[src/logic/systolicPkg.sv]
// Array dimensions, data widths, stream beat structs and arbiter state enum
package systolicPkg;

    // ==================================================
    // Widths and dimensions
    // ==================================================
    localparam int ACT_WIDTH  = 8;
    localparam int WGT_WIDTH  = 8;
    // Sums wrap at this width
    localparam int PSUM_WIDTH = 32;

    localparam int NUM_ROWS = 2;
    localparam int NUM_COLS = 2;
    localparam int NUM_PE   = NUM_ROWS * NUM_COLS;

    // Index of one element within the flattened psum streams
    localparam int PE_IDX_WIDTH = $clog2(NUM_PE);

    // ==================================================
    // Stream beats
    // ==================================================
    typedef struct packed {
        logic                        chnLast;
        logic signed [ACT_WIDTH-1:0] data;
    } actBeat_t;

    typedef struct packed {
        logic                        chnLast;
        logic signed [WGT_WIDTH-1:0] data;
    } wgtBeat_t;

    // Finished dot product tagged with its grid position
    typedef struct packed {
        logic                         row;
        logic                         col;
        logic signed [PSUM_WIDTH-1:0] value;
    } psumBeat_t;

    // Collector output slot
    typedef enum logic {
        ARB_IDLE,
        ARB_HOLD
    } arbState_t;

endpackage

[src/logic/peArray.sv]
// 2-by-2 grid of processing elements with neighbour wiring, edge sinks and flat psum ports
`timescale 1ns/1ps

module peArray (
    input  logic                                   clk,
    input  logic                                   rst_n,

    input  logic [systolicPkg::NUM_ROWS-1:0]       actValid,
    input  systolicPkg::actBeat_t                  actIn [systolicPkg::NUM_ROWS],
    output logic [systolicPkg::NUM_ROWS-1:0]       actReady,

    input  logic [systolicPkg::NUM_COLS-1:0]       wgtValid,
    input  systolicPkg::wgtBeat_t                  wgtIn [systolicPkg::NUM_COLS],
    output logic [systolicPkg::NUM_COLS-1:0]       wgtReady,

    output logic [systolicPkg::NUM_PE-1:0]         peValid,
    output logic signed [systolicPkg::PSUM_WIDTH-1:0] peSum [systolicPkg::NUM_PE],
    input  logic [systolicPkg::NUM_PE-1:0]         peReady
);
    import systolicPkg::*;

    // ==================================================
    // Grid links
    // ==================================================
    // Horizontal link c feeds element column c, link NUM_COLS is the east edge
    logic     hValid [NUM_ROWS][NUM_COLS+1];
    actBeat_t hAct   [NUM_ROWS][NUM_COLS+1];
    logic     hReady [NUM_ROWS][NUM_COLS+1];

    // Vertical link r feeds element row r, link NUM_ROWS is the south edge
    logic     vValid [NUM_ROWS+1][NUM_COLS];
    wgtBeat_t vWgt   [NUM_ROWS+1][NUM_COLS];
    logic     vReady [NUM_ROWS+1][NUM_COLS];

    // West inputs and east sinks
    for (genvar r = 0; r < NUM_ROWS; r++) begin : gRowEdge
        assign hValid[r][0]        = actValid[r];
        assign hAct[r][0]          = actIn[r];
        assign actReady[r]         = hReady[r][0];
        // Beats leaving the east edge are dropped here
        assign hReady[r][NUM_COLS] = 1'b1;
    end

    // North inputs and south sinks
    for (genvar c = 0; c < NUM_COLS; c++) begin : gColEdge
        assign vValid[0][c]        = wgtValid[c];
        assign vWgt[0][c]          = wgtIn[c];
        assign wgtReady[c]         = vReady[0][c];
        assign vReady[NUM_ROWS][c] = 1'b1;
    end

    // ==================================================
    // Processing elements
    // ==================================================
    for (genvar r = 0; r < NUM_ROWS; r++) begin : gRow
        for (genvar c = 0; c < NUM_COLS; c++) begin : gCol
            localparam int PeIdx = r * NUM_COLS + c;

            procElem uPe (
                .clk        (clk),
                .rst_n      (rst_n),

                .westValid  (hValid[r][c]),
                .westAct    (hAct[r][c]),
                .westReady  (hReady[r][c]),

                .northValid (vValid[r][c]),
                .northWgt   (vWgt[r][c]),
                .northReady (vReady[r][c]),

                .eastValid  (hValid[r][c+1]),
                .eastAct    (hAct[r][c+1]),
                .eastReady  (hReady[r][c+1]),

                .southValid (vValid[r+1][c]),
                .southWgt   (vWgt[r+1][c]),
                .southReady (vReady[r+1][c]),

                .psumValid  (peValid[PeIdx]),
                .psum       (peSum[PeIdx]),
                .psumReady  (peReady[PeIdx])
            );
        end
    end

endmodule

[src/logic/procElem.sv]
// Processing element: pair join, signed multiply-accumulate, east/south forwarding stage
`timescale 1ns/1ps

module procElem (
    input  logic                                   clk,
    input  logic                                   rst_n,

    input  logic                                   westValid,
    input  systolicPkg::actBeat_t                  westAct,
    output logic                                   westReady,

    input  logic                                   northValid,
    input  systolicPkg::wgtBeat_t                  northWgt,
    output logic                                   northReady,

    output logic                                   eastValid,
    output systolicPkg::actBeat_t                  eastAct,
    input  logic                                   eastReady,

    output logic                                   southValid,
    output systolicPkg::wgtBeat_t                  southWgt,
    input  logic                                   southReady,

    output logic                                   psumValid,
    output logic signed [systolicPkg::PSUM_WIDTH-1:0] psum,
    input  logic                                   psumReady
);
    import systolicPkg::*;

    logic                         stageValid;
    logic                         stageLast;
    // Per-side flags so a side that already took the held beat is not served twice
    logic                         eastDone;
    logic                         southDone;
    logic                         psumDone;
    logic                         eastTaken;
    logic                         southTaken;
    logic                         psumTaken;
    logic                         advance;
    logic                         accept;
    logic signed [PSUM_WIDTH-1:0] product;
    logic signed [PSUM_WIDTH-1:0] acc;

    // ==================================================
    // Handshake
    // ==================================================
    assign eastTaken  = eastDone | eastReady;
    assign southTaken = southDone | southReady;
    // Psum side only matters when the held pair closed a dot product
    assign psumTaken  = !stageLast | psumDone | psumReady;

    assign advance = !stageValid | (eastTaken & southTaken & psumTaken);
    assign accept  = westValid & northValid & advance;

    assign westReady  = accept;
    assign northReady = accept;

    assign eastValid  = stageValid & !eastDone;
    assign southValid = stageValid & !southDone;
    assign psumValid  = stageValid & stageLast & !psumDone;
    assign psum       = acc;

    // Full-width signed multiply, low bits are the exact product
    assign product = PSUM_WIDTH'(westAct.data) * PSUM_WIDTH'(northWgt.data);

    // ==================================================
    // Stage control and accumulator
    // ==================================================
    always_ff @(posedge clk or negedge rst_n) begin
        if (!rst_n) begin
            stageValid <= 1'b0;
            stageLast  <= 1'b0;
            eastDone   <= 1'b0;
            southDone  <= 1'b0;
            psumDone   <= 1'b0;
            acc        <= '0;
        end else if (advance) begin
            stageValid <= accept;
            eastDone   <= 1'b0;
            southDone  <= 1'b0;
            psumDone   <= 1'b0;
            if (accept) begin
                stageLast <= westAct.chnLast & northWgt.chnLast;
                // Restart the sum after a closed dot product
                acc       <= stageLast ? product : acc + product;
            end
        end else begin
            eastDone  <= eastDone | eastReady;
            southDone <= southDone | southReady;
            psumDone  <= psumDone | (stageLast & psumReady);
        end
    end

    // Forwarded operands
    always_ff @(posedge clk) begin
        if (accept) begin
            eastAct  <= westAct;
            southWgt <= northWgt;
        end
    end

endmodule

[src/logic/psumCollector.sv]
// Round-robin merge of the element psum streams into one row/column tagged stream
`timescale 1ns/1ps

module psumCollector (
    input  logic                                   clk,
    input  logic                                   rst_n,

    input  logic [systolicPkg::NUM_PE-1:0]         peValid,
    input  logic signed [systolicPkg::PSUM_WIDTH-1:0] peSum [systolicPkg::NUM_PE],
    output logic [systolicPkg::NUM_PE-1:0]         peReady,

    output logic                                   outValid,
    output systolicPkg::psumBeat_t                 outBeat,
    input  logic                                   outReady
);
    import systolicPkg::*;

    arbState_t               state;
    // Last granted stream, search starts just after it
    logic [PE_IDX_WIDTH-1:0] rrPtr;
    logic [PE_IDX_WIDTH-1:0] candidate;
    logic [PE_IDX_WIDTH-1:0] grantIdx;
    logic                    grantFound;
    logic                    slotFree;
    logic                    grantValid;

    // ==================================================
    // Grant search
    // ==================================================
    always_comb begin
        grantFound = 1'b0;
        grantIdx   = rrPtr;
        candidate  = rrPtr;
        for (int k = 1; k <= NUM_PE; k++) begin
            candidate = PE_IDX_WIDTH'((int'(rrPtr) + k) % NUM_PE);
            if (!grantFound && peValid[candidate]) begin
                grantFound = 1'b1;
                grantIdx   = candidate;
            end
        end
    end

    // Slot can be refilled in the same cycle it drains
    assign slotFree   = (state == ARB_IDLE) | outReady;
    assign grantValid = slotFree & grantFound;

    always_comb begin
        peReady = '0;
        if (grantValid) begin
            peReady[grantIdx] = 1'b1;
        end
    end

    assign outValid = (state == ARB_HOLD);

    // ==================================================
    // Slot state and pointer
    // ==================================================
    always_ff @(posedge clk or negedge rst_n) begin
        if (!rst_n) begin
            state <= ARB_IDLE;
            rrPtr <= PE_IDX_WIDTH'(NUM_PE - 1);
        end else if (grantValid) begin
            state <= ARB_HOLD;
            rrPtr <= grantIdx;
        end else if (outValid && outReady) begin
            state <= ARB_IDLE;
        end
    end

    // Tag comes from the stream index
    always_ff @(posedge clk) begin
        if (grantValid) begin
            outBeat.row   <= 1'(int'(grantIdx) / NUM_COLS);
            outBeat.col   <= 1'(int'(grantIdx) % NUM_COLS);
            outBeat.value <= peSum[grantIdx];
        end
    end

endmodule

[src/logic/systolicTop.sv]
// Top level joining the processing element array and the psum collector
`timescale 1ns/1ps

module systolicTop (
    input  logic                             clk,
    input  logic                             rst_n,

    input  logic [systolicPkg::NUM_ROWS-1:0] actValid,
    input  systolicPkg::actBeat_t            actIn [systolicPkg::NUM_ROWS],
    output logic [systolicPkg::NUM_ROWS-1:0] actReady,

    input  logic [systolicPkg::NUM_COLS-1:0] wgtValid,
    input  systolicPkg::wgtBeat_t            wgtIn [systolicPkg::NUM_COLS],
    output logic [systolicPkg::NUM_COLS-1:0] wgtReady,

    output logic                             psumValid,
    output systolicPkg::psumBeat_t           psumOut,
    input  logic                             psumReady
);
    import systolicPkg::*;

    // Untagged sums between array and collector
    logic [NUM_PE-1:0]            peValid;
    logic signed [PSUM_WIDTH-1:0] peSum [NUM_PE];
    logic [NUM_PE-1:0]            peReady;

    peArray uArray (
        .clk      (clk),
        .rst_n    (rst_n),
        .actValid (actValid),
        .actIn    (actIn),
        .actReady (actReady),
        .wgtValid (wgtValid),
        .wgtIn    (wgtIn),
        .wgtReady (wgtReady),
        .peValid  (peValid),
        .peSum    (peSum),
        .peReady  (peReady)
    );

    psumCollector uCollector (
        .clk      (clk),
        .rst_n    (rst_n),
        .peValid  (peValid),
        .peSum    (peSum),
        .peReady  (peReady),
        .outValid (psumValid),
        .outBeat  (psumOut),
        .outReady (psumReady)
    );

endmodule
[config.mk]
export PLATFORM = sky130hd
export DESIGN_NAME = systolicTop
export DESIGN_NICKNAME = d
export VERILOG_FILES = /design/src/logic/systolicPkg.sv /design/src/logic/peArray.sv /design/src/logic/procElem.sv /design/src/logic/psumCollector.sv /design/src/logic/systolicTop.sv
export SDC_FILE = /design/constraint.sdc
export NUM_CORES = 1
export LEC_CHECK = 0
export ABC_CLOCK_PERIOD_IN_PS = 14750
export BUFFER_PORTS_ARGS = -buffer_cell sky130_fd_sc_hd__buf_2
export CELL_PAD_IN_SITES_DETAIL_PLACEMENT = 1
export CELL_PAD_IN_SITES_GLOBAL_PLACEMENT = 1
export CORE_MARGIN = 10
export CORE_UTILIZATION = 52
export CTS_CLUSTER_DIAMETER = 50
export DETAILED_ROUTE_END_ITERATION = 10
export HOLD_SLACK_MARGIN = 0.1
export PLACE_DENSITY = 0.9
export SYNTH_ARGS = -nofsm -noshare
export SYNTH_HDL_FRONTEND = slang
export SYNTH_SLANG_ARGS = --single-unit
[constraint.sdc]
create_clock -name clk -period 14.75 [get_ports clk]
set_clock_uncertainty 0.2 [all_clocks]
set_input_delay 2.2125 -clock clk [delete_from_list [all_inputs] [get_ports clk]]
set_output_delay 2.2125 -clock clk [all_outputs]
set_load 0.02 [all_outputs]
==> results.tsv <==
metric	value	unit
status	finished clean	
buffers added on ports	81	
Ports	82	
Buf+Inv Stages, Crit Path	4	
total grt overflow	0	
Ys Warns	0	
Worst Tran Pin Value	1258	ps
diodes inserted	0	
1st-iter DRT viols	1502	
unrepaired setup endpoints after global routing	false	
part of the cycle the worst path needs	63.90	%
Routed WL per cell	23.73	um
# DRC	0	
post-CTS setup buffers	0	
CTS Root Cell	clkbuf_16	
number of global-route vias before repair	24870	
Critical Path RT	15000	ps
Net count, final	3448	
crit-path leading delay family	compound AO/OA/AOI/OAI gates	
Final setup viols	0	
Setup TNS	0	ps
Via density	6.089	
aggregate global-route resource usage	29.00	%
Die Wd	241.7	um
CP Max Fanout	18	
# rows	81	
simple-gate area share of the yosys netlist	17.02	%
register area	0.005783	mm2
Synth Area in Adders	29.29	%
largest family of logic cells by synthesized area	adder cells	
Worst slew margin	16.07	%
Die Ht	241.7	um
Async SR Flop Fraction	67.74	%
dpl hpwl	66580	um
Most used DFF post-synth	dfrtp_1	
CP startpoint kind	register	
Post-synth EDFFs	70	
synthesized area per cell	8.874	um2
final hold violations	0	
fmax	106.1	MHz
Fillers	5674	
Core Area	0.04875	mm2
synth unique cells	94	
CTS Hold Bufs	0	
largest net degree at the start of global routing	79	
CTS tree	yes	
area of the multi-input gates	0.01802	mm2
antenna violations before repair	1	
WS Path Type	register to register	
Die ar.	0.05842	mm2
Synth Area in Compound Gates	17.25	%
final RePlAce weighted congestion	0.9390	
Mapped Nets	3387	
worst hold path class	register to register	
area delta synth->final	8.944	%
TritonCTS Buffers	37	
worst skew pair latency	560	ps
DRT Pass-1 Iters	7	
DR vias	22120	
Synth Instances	2880	
number of max-cap violations	0	
mux cell area share after synthesis	1.141	%
WP data arrival	9680	ps
clock-pin slew on the worst setup and hold paths	60	ps
sequential area share after synthesis	22.63	%
CTS max path bufs	3	
fraction of layout cells with a size suffix above 1	7.208	%
Post-Syn Area	0.02556	mm2
Tmin final	9426	ps
first-pass GRT wire length	137100	um
Final Max Slew Viols	0	
max incr delay on CP	780	ps
XOR/XNOR share of the synthesized area	5.723	%
CTS resizes	0	
register bit count reported by yosys	217	
Initial Util	52.43	%
crit path max-delay cell type	xor2_1	
CP endpoint kind	register	
routed wire length	86220	um
H-tree Lvls	2	
Post-DRT Antenna Nets	0	
clk sinks	217	
==> final timing paths <==
kind	startpoint	to	slack, ps	depth (start not counted)
worst max-delay path	uArray.gRow[0].gCol[1].uPe.southWgt[2]	uArray.gRow[1].gCol[1].uPe.psum[31]	5320	27
max in group asynchronous	rst_n	uArray.gRow[0].gCol[1].uPe.psum[27]	11270	2
worst min register to register	uArray.gRow[0].gCol[0].uPe.southDone	uArray.gRow[0].gCol[0].uPe.southDone	310	2
min in group asynchronous	rst_n	uArray.gRow[1].gCol[1].uPe.psumDone	1500	1
worst min-delay path	uArray.gRow[0].gCol[0].uPe.southDone	uArray.gRow[0].gCol[0].uPe.southDone	310	2
worst max register to register	uArray.gRow[0].gCol[1].uPe.southWgt[2]	uArray.gRow[1].gCol[1].uPe.psum[31]	5320	27
==> flip-flops by register name, summed over array words and instances (netlist names), 4 cells and up <==
name                             flops
uArray.gRow.gCol.uPe.psumDone        4
uArray.gRow.gCol.uPe.stageLast       4
uArray.gRow.gCol.uPe.stageValid      4
uArray.gRow.gCol.uPe.southWgt       18
uArray.gRow.gCol.uPe.eastAct        18
uArray.gRow.gCol.uPe.psum          128
uCollector.outBeat                  34
==> cell families (layout without fill, tap and decap cells) <==
family,after synthesis,in the layout
buffers and inverters,460,549
AND/OR/NAND/NOR,880,880
AO/OA/AOI/OAI,664,664
other,1,1
multiplexers,27,27
flip-flops,217,217
XOR/XNOR,167,167
adder cells (fa/ha/maj),464,464
==> per-stage QoR <==
step,setup slack [ps],instances,hold slack [ps],cell area (um2),util [%]
after floorplan,5905,2880,244.4,25560,-
after global placement,5342,3566,280.5,26620,54.61
after detailed placement,5073,3566,295.8,26620,54.61
after CTS,5575,3633,309.2,27840,57.12
after global routing,5028,3633,340.6,27840,57.12
final,5324,3633,306.0,27840,57.12
==> layer usage <==
metal,global-route usage (%),share of wire (%)
met1,33.00,39
met2,51.34,50
met3,4.795,5.1
met4,15.54,5.3
met5,0,0.015
==> placed cells by master (no fill, tap or decap), drive strengths merged, types with 37 or more instances in the layout <==
| cell type | n |
|---|---|
| xnor2 | 108 |
| a31oi | 60 |
| edfxtp | 70 |
| dfrtp | 145 |
| and3 | 53 |
| nor2b | 37 |
| a21oi | 174 |
| nor2 | 147 |
| a21o | 68 |
| clkbuf | 42 |
| nand2 | 318 |
| inv | 394 |
| ha | 240 |
| fa | 224 |
| o21a | 42 |
| xor2 | 59 |
| buf | 97 |
| o21ai | 133 |
| and2 | 179 |
==> layout make-up <==
cell class	instances	share of cell area [%]
clock buffers	42	3.469
clock inverters	25	0.9257
inverters	385	5.226
multi-input cells	2203	64.72
flip-flops and latches	217	20.77
well taps	664	2.984
repair buffers	97	1.910
==> Yosys cell counts, types with 4 or more instances <==
cell type / n / area share [%]
a2111oi_0: 4 / 0.14
a211o_1: 10 / 0.34
a211oi_1: 17 / 0.50
a21o_1: 68 / 2.0
a21oi_1: 172 / 3.4
a311oi_1: 4 / 0.14
a31o_2: 4 / 0.14
a31oi_1: 56 / 1.4
a41oi_1: 4 / 0.14
and2_1: 179 / 4.4
and3_1: 53 / 1.3
and4_1: 4 / 0.14
buf_1: 11 / 0.16
buf_4: 6 / 0.18
clkbuf_1: 54 / 0.79
dfrtp_1: 145 / 14
edfxtp_1: 70 / 8.2
fa_1: 224 / 18
ha_1: 240 / 12
inv_1: 382 / 5.6
mux2_2: 10 / 0.44
mux2i_1: 15 / 0.59
nand2_1: 316 / 4.6
nand2b_1: 27 / 0.66
nand3_1: 31 / 0.61
nand3b_1: 7 / 0.21
nand4_1: 9 / 0.22
nor2_1: 147 / 2.2
nor2b_1: 37 / 0.91
nor3_1: 31 / 0.61
nor4_1: 6 / 0.15
o211ai_1: 33 / 0.97
o21a_1: 42 / 1.2
o21ai_0: 126 / 2.5
o21ai_1: 5 / 0.098
o21bai_1: 27 / 0.79
o22a_1: 20 / 0.69
o22ai_1: 5 / 0.12
o31a_1: 4 / 0.14
o31ai_1: 13 / 0.38
or2_2: 6 / 0.15
or3_1: 12 / 0.29
xnor2_1: 108 / 3.7
xor2_1: 59 / 2.0
==> worst min-delay path: stages, from the launching register on <==
cell	delay, ps
dfrtp_1	340
nor2_1	50
nor2_1	70
Power is left out: the tool's default activity adds up to more than one toggle a clock period on the data nets, which glitch-free logic cannot reach.
